**src/hdl/csr_pkg.sv**
```systemverilog
package csr_pkg;

    // csr address space is 14 bits wide
    typedef logic [13:0] csr_addr_t;

    localparam csr_addr_t CSR_CRMD    = 14'h0;
    localparam csr_addr_t CSR_PRMD    = 14'h1;
    localparam csr_addr_t CSR_ESTAT   = 14'h5;
    localparam csr_addr_t CSR_ERA     = 14'h6;
    localparam csr_addr_t CSR_BADV    = 14'h7;
    localparam csr_addr_t CSR_EENTRY  = 14'hc;
    localparam csr_addr_t CSR_TLBIDX  = 14'h10;
    localparam csr_addr_t CSR_TLBEHI  = 14'h11;
    localparam csr_addr_t CSR_TLBELO0 = 14'h12;
    localparam csr_addr_t CSR_TLBELO1 = 14'h13;
    localparam csr_addr_t CSR_ASID    = 14'h18;
    localparam csr_addr_t CSR_SAVE0   = 14'h30;
    localparam csr_addr_t CSR_SAVE1   = 14'h31;
    localparam csr_addr_t CSR_SAVE2   = 14'h32;
    localparam csr_addr_t CSR_SAVE3   = 14'h33;

    // tlb geometry
    localparam int TLB_NUM     = 4;
    localparam int TLB_IDX_WID = 2;
    localparam int ASID_WID    = 10;
    // vppn covers va[31:13]
    localparam int VPPN_WID    = 19;

    // crmd after reset: plv 0, ie 0, da 1
    localparam logic [8:0] CRMD_RESET = 9'h008;

    typedef enum logic [5:0] {
        ecode_int = 6'h0,
        ecode_pil = 6'h1,
        ecode_pis = 6'h2,
        ecode_pif = 6'h3,
        ecode_pme = 6'h4,
        ecode_ppi = 6'h7,
        ecode_ade = 6'h8,
        ecode_ale = 6'h9,
        ecode_sys = 6'hb,
        ecode_brk = 6'hc,
        ecode_ine = 6'hd
    } ecode_t;

    typedef enum logic [1:0] {
        tlb_none = 2'd0,
        tlb_srch = 2'd1,
        tlb_rd   = 2'd2,
        tlb_wr   = 2'd3
    } tlb_op_t;

endpackage

```
**src/hdl/excp_unit.sv**
```systemverilog
module excp_unit (
    // exception request from the pipeline
    input  logic            excp_valid,
    input  csr_pkg::ecode_t excp_ecode,
    input  logic [31:0]     excp_pc,
    input  logic            excp_badv_valid,
    input  logic [31:0]     excp_badv,
    input  logic            ertn,

    // current register values
    input  logic [1:0]      crmd_plv,
    input  logic            crmd_ie,
    input  logic [31:0]     eentry,
    input  logic [31:0]     era,

    // write request toward the csr file
    output logic            excp_we,
    output logic [1:0]      new_prmd_pplv,
    output logic            new_prmd_pie,
    output csr_pkg::ecode_t new_ecode,
    output logic [31:0]     new_era,
    output logic            badv_we,
    output logic [31:0]     new_badv,

    // fetch redirect
    output logic            redirect_valid,
    output logic [31:0]     redirect_pc
);

    // entry saves the running plv and ie so that ertn can bring them back
    assign excp_we       = excp_valid;
    assign new_prmd_pplv = crmd_plv;
    assign new_prmd_pie  = crmd_ie;
    assign new_ecode     = excp_ecode;
    assign new_era       = excp_pc;

    // only address-related exceptions carry a bad virtual address
    assign badv_we  = excp_valid & excp_badv_valid;
    assign new_badv = excp_badv;

    assign redirect_valid = excp_valid | ertn;
    assign redirect_pc    = excp_valid ? eentry : era;

    // an ertn is itself retired, so it cannot raise an exception in the same slot
    always_comb begin
        assert final (!(excp_valid && ertn))
            else $error("excp_unit: exception and ertn in the same cycle");
    end

endmodule

```
**src/hdl/tlb_unit.sv**
```systemverilog
module tlb_unit (
    input  logic                            clk,
    input  logic                            rst_n,
    input  csr_pkg::tlb_op_t                tlb_op,

    // current tlb related csr values
    input  logic [csr_pkg::TLB_IDX_WID-1:0] tlbidx_index,
    input  logic [csr_pkg::VPPN_WID-1:0]    tlbehi_vppn,
    input  logic [31:0]                     tlbelo0,
    input  logic [31:0]                     tlbelo1,
    input  logic [csr_pkg::ASID_WID-1:0]    asid,

    // write request toward the csr file
    output logic                            tlb_we,
    output logic                            tlb_idx_ne,
    output logic [csr_pkg::TLB_IDX_WID-1:0] tlb_idx_index,
    output logic [csr_pkg::VPPN_WID-1:0]    tlb_ehi_vppn,
    output logic [31:0]                     tlb_elo0,
    output logic [31:0]                     tlb_elo1,
    output logic [csr_pkg::ASID_WID-1:0]    tlb_asid
);

    import csr_pkg::*;

    logic [VPPN_WID-1:0]    ent_vppn [TLB_NUM];
    logic [ASID_WID-1:0]    ent_asid [TLB_NUM];
    logic                   ent_g    [TLB_NUM];
    logic                   ent_e    [TLB_NUM];
    logic [31:0]            ent_elo0 [TLB_NUM];
    logic [31:0]            ent_elo1 [TLB_NUM];

    logic                   hit;
    logic [TLB_IDX_WID-1:0] hit_idx;

    // entry valid bits clear on reset and set on a tlb write
    always_ff @(posedge clk or negedge rst_n) begin
        if (!rst_n) begin
            for (int i = 0; i < TLB_NUM; i++) begin
                ent_e[i] <= 1'b0;
            end
        end else if (tlb_op == tlb_wr) begin
            ent_e[tlbidx_index] <= 1'b1;
        end
    end

    always_ff @(posedge clk) begin
        if (tlb_op == tlb_wr) begin
            ent_vppn[tlbidx_index] <= tlbehi_vppn;
            ent_asid[tlbidx_index] <= asid;
            // global only when both halves are global
            ent_g[tlbidx_index]    <= tlbelo0[6] & tlbelo1[6];
            ent_elo0[tlbidx_index] <= tlbelo0;
            ent_elo1[tlbidx_index] <= tlbelo1;
        end
    end

    // fully associative compare of vppn plus asid unless the entry is global
    always_comb begin
        hit     = 1'b0;
        hit_idx = '0;
        for (int i = 0; i < TLB_NUM; i++) begin
            if (ent_e[i] && ent_vppn[i] == tlbehi_vppn && (ent_g[i] || ent_asid[i] == asid)) begin
                hit     = 1'b1;
                hit_idx = TLB_IDX_WID'(i);
            end
        end
    end

    assign tlb_we = (tlb_op == tlb_srch) || (tlb_op == tlb_rd);

    // fields not touched by the op pass the current csr value back unchanged
    always_comb begin
        tlb_idx_ne    = 1'b1;
        tlb_idx_index = tlbidx_index;
        tlb_ehi_vppn  = tlbehi_vppn;
        tlb_elo0      = tlbelo0;
        tlb_elo1      = tlbelo1;
        tlb_asid      = asid;
        case (tlb_op)
            tlb_srch: begin
                tlb_idx_ne = !hit;
                if (hit) begin
                    tlb_idx_index = hit_idx;
                end
            end
            tlb_rd: begin
                if (ent_e[tlbidx_index]) begin
                    tlb_idx_ne   = 1'b0;
                    tlb_ehi_vppn = ent_vppn[tlbidx_index];
                    tlb_elo0     = ent_elo0[tlbidx_index];
                    tlb_elo1     = ent_elo1[tlbidx_index];
                    tlb_asid     = ent_asid[tlbidx_index];
                end else begin
                    tlb_ehi_vppn = '0;
                    tlb_elo0     = '0;
                    tlb_elo1     = '0;
                    tlb_asid     = '0;
                end
            end
            default: ;
        endcase
    end

    a_op_known: assert property (@(posedge clk) disable iff (!rst_n) !$isunknown(tlb_op))
        else $error("tlb_unit: tlb_op is unknown");

endmodule

```
**src/hdl/csr_file.sv**
```systemverilog
module csr_file (
    input  logic                            clk,
    input  logic                            rst_n,

    // csr instruction port
    input  csr_pkg::csr_addr_t              csr_addr,
    input  logic                            csr_we,
    input  logic [31:0]                     csr_wdata,
    output logic [31:0]                     csr_rdata,

    // exception request
    input  logic                            excp_we,
    input  logic [1:0]                      new_prmd_pplv,
    input  logic                            new_prmd_pie,
    input  csr_pkg::ecode_t                 new_ecode,
    input  logic [31:0]                     new_era,
    input  logic                            badv_we,
    input  logic [31:0]                     new_badv,

    // tlb request
    input  logic                            tlb_we,
    input  logic                            tlb_idx_ne,
    input  logic [csr_pkg::TLB_IDX_WID-1:0] tlb_idx_index,
    input  logic [csr_pkg::VPPN_WID-1:0]    tlb_ehi_vppn,
    input  logic [31:0]                     tlb_elo0,
    input  logic [31:0]                     tlb_elo1,
    input  logic [csr_pkg::ASID_WID-1:0]    tlb_asid,

    input  logic                            ertn,

    // register values for the side units
    output logic [1:0]                      crmd_plv,
    output logic                            crmd_ie,
    output logic [31:0]                     eentry,
    output logic [31:0]                     era,
    output logic [csr_pkg::TLB_IDX_WID-1:0] tlbidx_index,
    output logic [csr_pkg::VPPN_WID-1:0]    tlbehi_vppn,
    output logic [31:0]                     tlbelo0,
    output logic [31:0]                     tlbelo1,
    output logic [csr_pkg::ASID_WID-1:0]    asid
);

    import csr_pkg::*;

    // only writable fields are stored and reserved bits read as zero
    logic [8:0]             crmd_q;
    logic [2:0]             prmd_q;
    logic [1:0]             estat_is;
    ecode_t                 estat_ecode;
    logic                   tlbidx_ne;
    logic [TLB_IDX_WID-1:0] tlbidx_idx;

    logic [31:0]            era_q;
    logic [31:0]            badv_q;
    logic [25:0]            eentry_q;
    logic [VPPN_WID-1:0]    tlbehi_q;
    // elo keeps ppn at 27:8 and the flag bits at 6:0
    logic [26:0]            elo0_q;
    logic [26:0]            elo1_q;
    logic [ASID_WID-1:0]    asid_q;
    logic [31:0]            save_q [4];

    // mode, privilege and index state
    always_ff @(posedge clk or negedge rst_n) begin
        if (!rst_n) begin
            crmd_q      <= CRMD_RESET;
            prmd_q      <= '0;
            estat_is    <= '0;
            estat_ecode <= ecode_int;
            tlbidx_ne   <= 1'b1;
            tlbidx_idx  <= '0;
        end else if (excp_we) begin
            // entry drops to plv 0 with interrupts off
            crmd_q[2:0] <= 3'b000;
            prmd_q      <= {new_prmd_pie, new_prmd_pplv};
            estat_ecode <= new_ecode;
        end else if (tlb_we) begin
            tlbidx_ne  <= tlb_idx_ne;
            tlbidx_idx <= tlb_idx_index;
        end else if (csr_we) begin
            case (csr_addr)
                CSR_CRMD:   crmd_q   <= csr_wdata[8:0];
                CSR_PRMD:   prmd_q   <= csr_wdata[2:0];
                // ecode is read-only to software
                CSR_ESTAT:  estat_is <= csr_wdata[1:0];
                CSR_TLBIDX: begin
                    tlbidx_ne  <= csr_wdata[31];
                    tlbidx_idx <= csr_wdata[TLB_IDX_WID-1:0];
                end
                default: ;
            endcase
        end else if (ertn) begin
            // prmd layout {pie, pplv} lines up with crmd {ie, plv}
            crmd_q[2:0] <= prmd_q;
        end
    end

    // address and translation data
    always_ff @(posedge clk) begin
        if (excp_we) begin
            era_q <= new_era;
            if (badv_we) begin
                badv_q <= new_badv;
            end
        end else if (tlb_we) begin
            tlbehi_q <= tlb_ehi_vppn;
            elo0_q   <= {tlb_elo0[27:8], tlb_elo0[6:0]};
            elo1_q   <= {tlb_elo1[27:8], tlb_elo1[6:0]};
            asid_q   <= tlb_asid;
        end else if (csr_we) begin
            case (csr_addr)
                CSR_ERA:     era_q     <= csr_wdata;
                CSR_BADV:    badv_q    <= csr_wdata;
                CSR_EENTRY:  eentry_q  <= csr_wdata[31:6];
                CSR_TLBEHI:  tlbehi_q  <= csr_wdata[31:13];
                CSR_TLBELO0: elo0_q    <= {csr_wdata[27:8], csr_wdata[6:0]};
                CSR_TLBELO1: elo1_q    <= {csr_wdata[27:8], csr_wdata[6:0]};
                CSR_ASID:    asid_q    <= csr_wdata[ASID_WID-1:0];
                CSR_SAVE0:   save_q[0] <= csr_wdata;
                CSR_SAVE1:   save_q[1] <= csr_wdata;
                CSR_SAVE2:   save_q[2] <= csr_wdata;
                CSR_SAVE3:   save_q[3] <= csr_wdata;
                default: ;
            endcase
        end
    end

    assign crmd_plv     = crmd_q[1:0];
    assign crmd_ie      = crmd_q[2];
    assign eentry       = {eentry_q, 6'b0};
    assign era          = era_q;
    assign tlbidx_index = tlbidx_idx;
    assign tlbehi_vppn  = tlbehi_q;
    assign tlbelo0      = {4'b0, elo0_q[26:7], 1'b0, elo0_q[6:0]};
    assign tlbelo1      = {4'b0, elo1_q[26:7], 1'b0, elo1_q[6:0]};
    assign asid         = asid_q;

    always_comb begin
        case (csr_addr)
            CSR_CRMD:    csr_rdata = {23'b0, crmd_q};
            CSR_PRMD:    csr_rdata = {29'b0, prmd_q};
            CSR_ESTAT:   csr_rdata = {10'b0, estat_ecode, 14'b0, estat_is};
            CSR_ERA:     csr_rdata = era_q;
            CSR_BADV:    csr_rdata = badv_q;
            CSR_EENTRY:  csr_rdata = eentry;
            CSR_TLBIDX:  csr_rdata = {tlbidx_ne, {(31 - TLB_IDX_WID){1'b0}}, tlbidx_idx};
            CSR_TLBEHI:  csr_rdata = {tlbehi_q, 13'b0};
            CSR_TLBELO0: csr_rdata = tlbelo0;
            CSR_TLBELO1: csr_rdata = tlbelo1;
            // asidbits at 23:16 report the implemented asid width
            CSR_ASID:    csr_rdata = {8'b0, 8'(ASID_WID), {(16 - ASID_WID){1'b0}}, asid_q};
            CSR_SAVE0:   csr_rdata = save_q[0];
            CSR_SAVE1:   csr_rdata = save_q[1];
            CSR_SAVE2:   csr_rdata = save_q[2];
            CSR_SAVE3:   csr_rdata = save_q[3];
            default:     csr_rdata = '0;
        endcase
    end

    // tlb, instruction and ertn writes come from exclusive pipeline slots
    a_one_writer: assert property (@(posedge clk) disable iff (!rst_n)
        !excp_we |-> $onehot0({tlb_we, csr_we, ertn}))
        else $error("csr_file: more than one non-exception write source active");

endmodule

```
**src/hdl/csr_subsystem.sv**
```systemverilog
module csr_subsystem (
    input  logic               clk,
    input  logic               rst_n,

    input  csr_pkg::csr_addr_t csr_addr,
    input  logic               csr_we,
    input  logic [31:0]        csr_wdata,
    output logic [31:0]        csr_rdata,

    input  logic               excp_valid,
    input  csr_pkg::ecode_t    excp_ecode,
    input  logic [31:0]        excp_pc,
    input  logic               excp_badv_valid,
    input  logic [31:0]        excp_badv,
    input  logic               ertn,

    input  csr_pkg::tlb_op_t   tlb_op,

    output logic               redirect_valid,
    output logic [31:0]        redirect_pc,
    output logic [1:0]         crmd_plv,
    output logic               crmd_ie
);

    import csr_pkg::*;

    // exception unit requests
    logic                   excp_we;
    logic [1:0]             new_prmd_pplv;
    logic                   new_prmd_pie;
    ecode_t                 new_ecode;
    logic [31:0]            new_era;
    logic                   badv_we;
    logic [31:0]            new_badv;

    // tlb unit requests
    logic                   tlb_we;
    logic                   tlb_idx_ne;
    logic [TLB_IDX_WID-1:0] tlb_idx_index;
    logic [VPPN_WID-1:0]    tlb_ehi_vppn;
    logic [31:0]            tlb_elo0;
    logic [31:0]            tlb_elo1;
    logic [ASID_WID-1:0]    tlb_asid;

    // register values fed back to the units
    logic [31:0]            eentry;
    logic [31:0]            era;
    logic [TLB_IDX_WID-1:0] tlbidx_index;
    logic [VPPN_WID-1:0]    tlbehi_vppn;
    logic [31:0]            tlbelo0;
    logic [31:0]            tlbelo1;
    logic [ASID_WID-1:0]    asid;

    excp_unit u_excp (
        .excp_valid, .excp_ecode, .excp_pc, .excp_badv_valid, .excp_badv, .ertn,
        .crmd_plv, .crmd_ie, .eentry, .era,
        .excp_we, .new_prmd_pplv, .new_prmd_pie, .new_ecode, .new_era, .badv_we, .new_badv,
        .redirect_valid, .redirect_pc
    );

    tlb_unit u_tlb (
        .clk, .rst_n, .tlb_op,
        .tlbidx_index, .tlbehi_vppn, .tlbelo0, .tlbelo1, .asid,
        .tlb_we, .tlb_idx_ne, .tlb_idx_index, .tlb_ehi_vppn, .tlb_elo0, .tlb_elo1, .tlb_asid
    );

    csr_file u_csr (
        .clk, .rst_n,
        .csr_addr, .csr_we, .csr_wdata, .csr_rdata,
        .excp_we, .new_prmd_pplv, .new_prmd_pie, .new_ecode, .new_era, .badv_we, .new_badv,
        .tlb_we, .tlb_idx_ne, .tlb_idx_index, .tlb_ehi_vppn, .tlb_elo0, .tlb_elo1, .tlb_asid,
        .ertn,
        .crmd_plv, .crmd_ie, .eentry, .era,
        .tlbidx_index, .tlbehi_vppn, .tlbelo0, .tlbelo1, .asid
    );

endmodule

```
**config.mk**
```make
export PLATFORM = sky130hd
export DESIGN_NAME = csr_subsystem
export DESIGN_NICKNAME = d
export VERILOG_FILES = /design/src/hdl/csr_pkg.sv /design/src/hdl/excp_unit.sv /design/src/hdl/tlb_unit.sv /design/src/hdl/csr_file.sv /design/src/hdl/csr_subsystem.sv
export SDC_FILE = /design/constraint.sdc
export NUM_CORES = 1
export LEC_CHECK = 0
export BUFFER_PORTS_ARGS = -buffer_cell sky130_fd_sc_hd__buf_2
export CELL_PAD_IN_SITES_DETAIL_PLACEMENT = 1
export CELL_PAD_IN_SITES_GLOBAL_PLACEMENT = 2
export CORE_MARGIN = 4
export CORE_UTILIZATION = 44
export CTS_CLUSTER_DIAMETER = 100
export DETAILED_ROUTE_END_ITERATION = 7
export GPL_TIMING_DRIVEN = 1
export HOLD_SLACK_MARGIN = 0.15
export PLACE_DENSITY_LB_ADDON = 0.3
export SLEW_MARGIN = 20
export SYNTH_ARGS = -nofsm -noshare
export SYNTH_HDL_FRONTEND = slang
export SYNTH_HIERARCHICAL = 1
export SYNTH_SLANG_ARGS = --single-unit
```
**constraint.sdc**
```tcl
create_clock -name clk -period 11.1 [get_ports clk]
set_clock_uncertainty 0.2 [all_clocks]
set_input_delay 2.22 -clock clk [delete_from_list [all_inputs] [get_ports clk]]
set_output_delay 2.22 -clock clk [all_outputs]
set_load 0.1 [all_outputs]
```
Word-level counts from Yosys, hierarchy flattened:

Memory sizes are Yosys's and may differ from the RTL's.
Cells that the tools add are included.

* bits of input ports: 124
* output and inout bits: 68
* memories kept: 6
* register bits after elaboration: 200
* word-level logic and storage cells: 200
* RAM bits: 464

* magnitude comparators: 2
* reductions and logical operators: 43
* bitwise operators: 7
* muxes and demuxes: 93
* eq/ne operators: 31

Memories
* u_csr.save_q: words 4, width 32, rd ports 4, clocked after Yosys merged registers in 0, wr ports 1, line csr_file.sv:61 `logic [31:0] save_q [4];`
* u_tlb.ent_elo0: words 4, width 27, rd ports 1, clocked after Yosys merged registers in 0, wr ports 1, line tlb_unit.sv:29 `logic [31:0] ent_elo0 [TLB_NUM];`
* u_tlb.ent_elo1: words 4, width 27, rd ports 1, clocked after Yosys merged registers in 0, wr ports 1, line tlb_unit.sv:30 `logic [31:0] ent_elo1 [TLB_NUM];`
* u_tlb.ent_vppn: words 4, width 19, rd ports 5, clocked after Yosys merged registers in 0, wr ports 1, line tlb_unit.sv:25 `logic [VPPN_WID-1:0] ent_vppn [TLB_NUM];`
* u_tlb.ent_asid: words 4, width 10, rd ports 5, clocked after Yosys merged registers in 0, wr ports 1, line tlb_unit.sv:26 `logic [ASID_WID-1:0] ent_asid [TLB_NUM];`
* u_tlb.ent_g: words 4, width 1, rd ports 4, clocked after Yosys merged registers in 0, wr ports 1, line tlb_unit.sv:27 `logic ent_g [TLB_NUM];`

Operators with widths (number)
* 32-bit one-hot mux with 15 select lines: 1
* 32-bit two-way mux: 13
* 27-bit two-way mux: 6
* 28-bit two-way mux: 4
* 32-bit OR reduction: 3
* 19-bit two-way mux: 5
* 19-bit == test: 4
* 14-bit by 5-bit == test with 1-bit output, second input constant: 5
* 14-bit by 6-bit == test with 1-bit output, second input constant: 4
* 10-bit two-way mux: 5
* 14-bit by 3-bit == test with 1-bit output, second input constant: 3
* 10-bit == test: 4
* 1-bit two-way mux: 37
* 4-bit AND reduction: 8
* 3-bit two-way mux: 9
* 2-bit two-way mux: 10
* 2-bit nonzero test: 10
* 14-bit by 1-bit == test with 1-bit output, second input constant: 1
* 14-bit by 4-bit == test with 1-bit output, second input constant: 1
* 14-bit zero test: 1
* 3-bit AND reduction: 4
* 1-bit logical AND: 9
* 2-bit by 1-bit inequality test with 1-bit output, second input constant: 4
* 1-bit logical OR: 5
* other kinds (17): 20

Depth between registers and ports, before layout:

An unclocked memory read counts as a cell.

* word-level depth: 11
* gate-level depth with buffers: 10
* gate-level depth less buffers: 8

Modules after synthesis:

Netlist, hierarchy kept.

By module, submodules not included
* tlb_unit: area an instance 16636.0 sq um, sequential area each 11390.9 sq um, cells an instance 1017, times used 1
* csr_file: area an instance 14621.5 sq um, sequential area each 9616.7 sq um, cells an instance 1175, times used 1
* excp_unit: area an instance 1104.8 sq um, sequential area each 0.0 sq um, cells an instance 112, times used 1

Worst setup path after synthesis:

OpenSTA, ideal clock, no wires.

* kind: input to register
* start: in tlb_op[0]
* end: reg u_tlb/ent_e[3] (netlist name)
* path buffers: 0
* stages: 3
* required time: 10.792 ns
* arrival time: 9.916 ns
* slack: 0.876 ns
* cell sequence: ha_1 nor3b_1 or2_2

* word-level cells in the longest chain between the ends: 1

Ends and longest elaborated chain
* start: declaration: line csr_subsystem.sv:17 `input csr_pkg::tlb_op_t tlb_op,`
* 2-bit == test: line tlb_unit.sv:41 `end else if (tlb_op == tlb_wr) begin`
* end signal: indexed assignment: line tlb_unit.sv:39 `ent_e[i] <= 1'b0;`
* end signal: indexed assignment: line tlb_unit.sv:42 `ent_e[tlbidx_index] <= 1'b1;`
* end: declaration: line tlb_unit.sv:28 `logic ent_e [TLB_NUM];`

No other way between the ends.
A chain may end at the register's enable or synchronous reset.

Worst setup path in the final report:

* start: in csr_addr[0]
* end: out csr_rdata[30]

* word-level cells in the longest chain between the ends: 2
* elaborated cells on any way between the ends: 16
* those cells by class: 14 x eq/ne; 1 x mux; 1 x reduce/logical

Ends and longest elaborated chain
* start: declaration: line csr_subsystem.sv:5 `input csr_pkg::csr_addr_t csr_addr,`
* 14-bit by 6-bit == test with 1-bit output, or another cell as far along: line csr_file.sv:139 `case (csr_addr)`
* 32-bit one-hot mux with 15 select lines (*): line csr_file.sv:139
* end: declaration: line csr_subsystem.sv:8 `output logic [31:0] csr_rdata,`

Mark *: on every way between the ends. The rest lies on a longest branch, timed or not.

==> results.md <==
- Global-route wire length before repair: 139 mm
- Die area: about 74000 um^2
- Starting Density: between 40 and 50%
- # H-tree levels: 3
- WS Path Type: in2out
- Slowest stage delay, CP: slightly above 900 ps
- Postcts setup bufs: 0
- CTS resizes: 0
- Non-Filler Instances: about 3300
- Filler Cell Count: 6908
- Least-Margin Pin Slew: between 1000 and 1500 ps
- CTS clk-pin slew, worst paths: roughly 60 ps
- Worst Path Required: ~8700 ps
- Multi-input logic area: roughly 9400 um^2
- Vias in the first global route: 20221
- Gate power share: between 10% and 20%
- Die H: 272 um
- Max Cap Viol: 0
- Dpl hpwl: roughly 64 mm
- Commonest non-fill, non-tap cell in the layout: edfxtp_1
- Critical-path maximum fanout: 50
- GR Util All Layers: between 20 and 30%
- Via count: approximately 20000
- Startpoint Class: input port
- Crit path capture type: primary output
- Critical path, cell by cell: buf_4 > buf_4 > nor2_1 > and3_1 > and3_1 > a222oi_1 > o211ai_1 > buf_2
- Seq. cell area: approximately 20000 um^2
- Pin count of the biggest net entering global routing: 99
- F_max: around 130 MHz
- DRC Markers: 0
- Core Rows: 96
- Cell Area, Synth: between 30000 and 40000 um^2
- Total CTS buffers: 70
- Final setup fails: 0
- Final nets: around 2400
- Worst path slowest cell: and3_1
- Max IR drop VDD: roughly 0.14 mV
- Status: finished clean
- Syn Area/Cell: 13.9 um^2
- Detailed-route wire length: between 90 and 100 mm
- Critical Path AT: about 5400 ps
- Max Slew Vio Count: 0
- Final Wtd Congestion: 0.907
- Minimum clock period: 7810 ps
- Vias per inst: just under 6
- Sink Count: about 660
- Core area: just under 70000 um^2
- PD cells: 179 nW/um^2
- Worst min-delay path category: reg2reg
- Initial antenna violation count: 7
- Detail Route Antenna Nets: 0
- CTS Hold Bufs: 0
- Placed cells: approximately 3200
- Reg power frac: 50.3%
- Net Switching: between 0.0015 and 0.002 W
- Latest clock arrival within the worst-skew pair: roughly 600 ps
- LEAKAGE: roughly 12 nW
- Area growth syn-to-layout: 10.7%
- Layout cells sized above 1: a little over a fifth
- Die Span X: 272 um
- Switching Fraction: between 20% and 30%
- I/O pins: 192
- P_int: ~0.0045 W
- Final Cycle Share: between 70% and 80%
- Final TNS setup: 0 ps
- WL/cell: a little under 30 um
- Gate Count Post-Synth: 2214
- CTS tree: yes
- Root buf cell: clkbuf_16
- Detailed-router iteration count before antenna repair: 8
- Unrepaired setup endpoints after global routing: false
- Count of port buffers added during placement: around 190
- Final hold violation count: 0
- Slew margin rel.: ~21%
- 1st-iter DRT viols: about 2300
- Ys Warns: 6
- Most frequent cells in the layout: edfxtp_1, nand2_1, buf_2
- Clock Power Share: 35.7%
- Grt total ovfl: 0
- Longest Clk Path Bufs: 3
==> area by class of cell <==
class                           count  share of cell area (%)
Antenna cell                        3                  0.0221
Clock buffer                       91                    5.51
Clock inverter                     26                   0.515
Inverter                           89                   0.986
Multi-Input combinational cell   1234                    27.6
Sequential cell                   664                    58.3
Tap cell                          931                    3.42
Timing Repair Buffer              232                    3.73
==> registers in the layout, indices dropped and copies added, names as in the netlist <==
signal              cells
u_csr/save_q          128
u_tlb/ent_elo0        108
u_tlb/ent_elo1        108
u_tlb/ent_vppn         76
u_tlb/ent_asid         40
u_csr/badv_q           32
u_csr/era              32
u_csr/elo0_q           27
u_csr/elo1_q           27
u_csr/eentry_q         26
u_csr/tlbehi_vppn      19
u_csr/asid             10
u_csr/crmd_q            9
u_csr/estat_ecode       6
u_tlb/ent_e             4
u_tlb/ent_g             4
u_csr/prmd_q            3
u_csr/estat_is          2
u_csr/tlbidx_index      2
u_csr/tlbidx_ne         1
==> worst max-delay path: cells and delay by family <==
kind            cells  cell delay [ps]
compound gates      2              440
buf+inv             3             1220
simple gates        3             1490
==> metrics by stage <==
step	power [W]	instance area, um^2	setup slack, ps	hold slack, ps	utilization [%]
6_report	0.00610	34000	3290	288	49.3
5_1_grt	0.00633	34000	3230	314	49.3
4_1_cts	0.00614	34000	3380	290	49.3
3_5_place_dp	0.00397	32000	3370	277	46.3
3_3_place_gp	0.00395	32000	3420	263	46.3
2_1_floorplan	0.00369	30700	1650	250	-
==> worst paths after layout <==
| kind | start | to | slack [ps] | cells past startpoint |
|---|---|---|---|---|
| min in group asynchronous | rst_n | u_csr/crmd_q[6]$_DFFE_PN0P_ | 1540 | 1 |
| worst min-delay path | u_csr/crmd_q[5]$_DFFE_PN0P_ | u_csr/crmd_q[5]$_DFFE_PN0P_ | 290 | 1 |
| worst max register to register | u_csr/tlbidx_index[1]$_DFFE_PN0P_ | u_csr/tlbidx_ne$_DFFE_PN1P_ | 7640 | 5 |
| worst max-delay path | csr_addr[0] | csr_rdata[30] | 3290 | 8 |
| worst min register to register | u_csr/crmd_q[5]$_DFFE_PN0P_ | u_csr/crmd_q[5]$_DFFE_PN0P_ | 290 | 1 |
| max in group asynchronous | rst_n | u_csr/tlbidx_index[1]$_DFFE_PN0P_ | 8500 | 1 |
==> power by group through the flow <==
stage	logic, W	clock network [W]	registers [W]
detailed placement	0.000851	0	0.00312
floorplan	0.000666	0	0.00303
CTS	0.000859	0.00222	0.00307
finish	0.000853	0.00218	0.00307
global placement	0.000841	0	0.00311
global route	0.000913	0.00233	0.00308
==> routing by layer <==
metal / global-route usage [%] / share of wire, % / vias up / routed length (um)
met5: 0 / 0.033 / - / 31
li1: - / - / 8329 / -
met1: 35.9 / 42 / 10080 / 39800
met3: 5.18 / 8.9 / 167 / 8440
met4: 8.85 / 3.3 / 4 / 3120
met2: 39.2 / 46 / 940 / 43800
No activity file was read; power rests on OpenSTA's default activity.
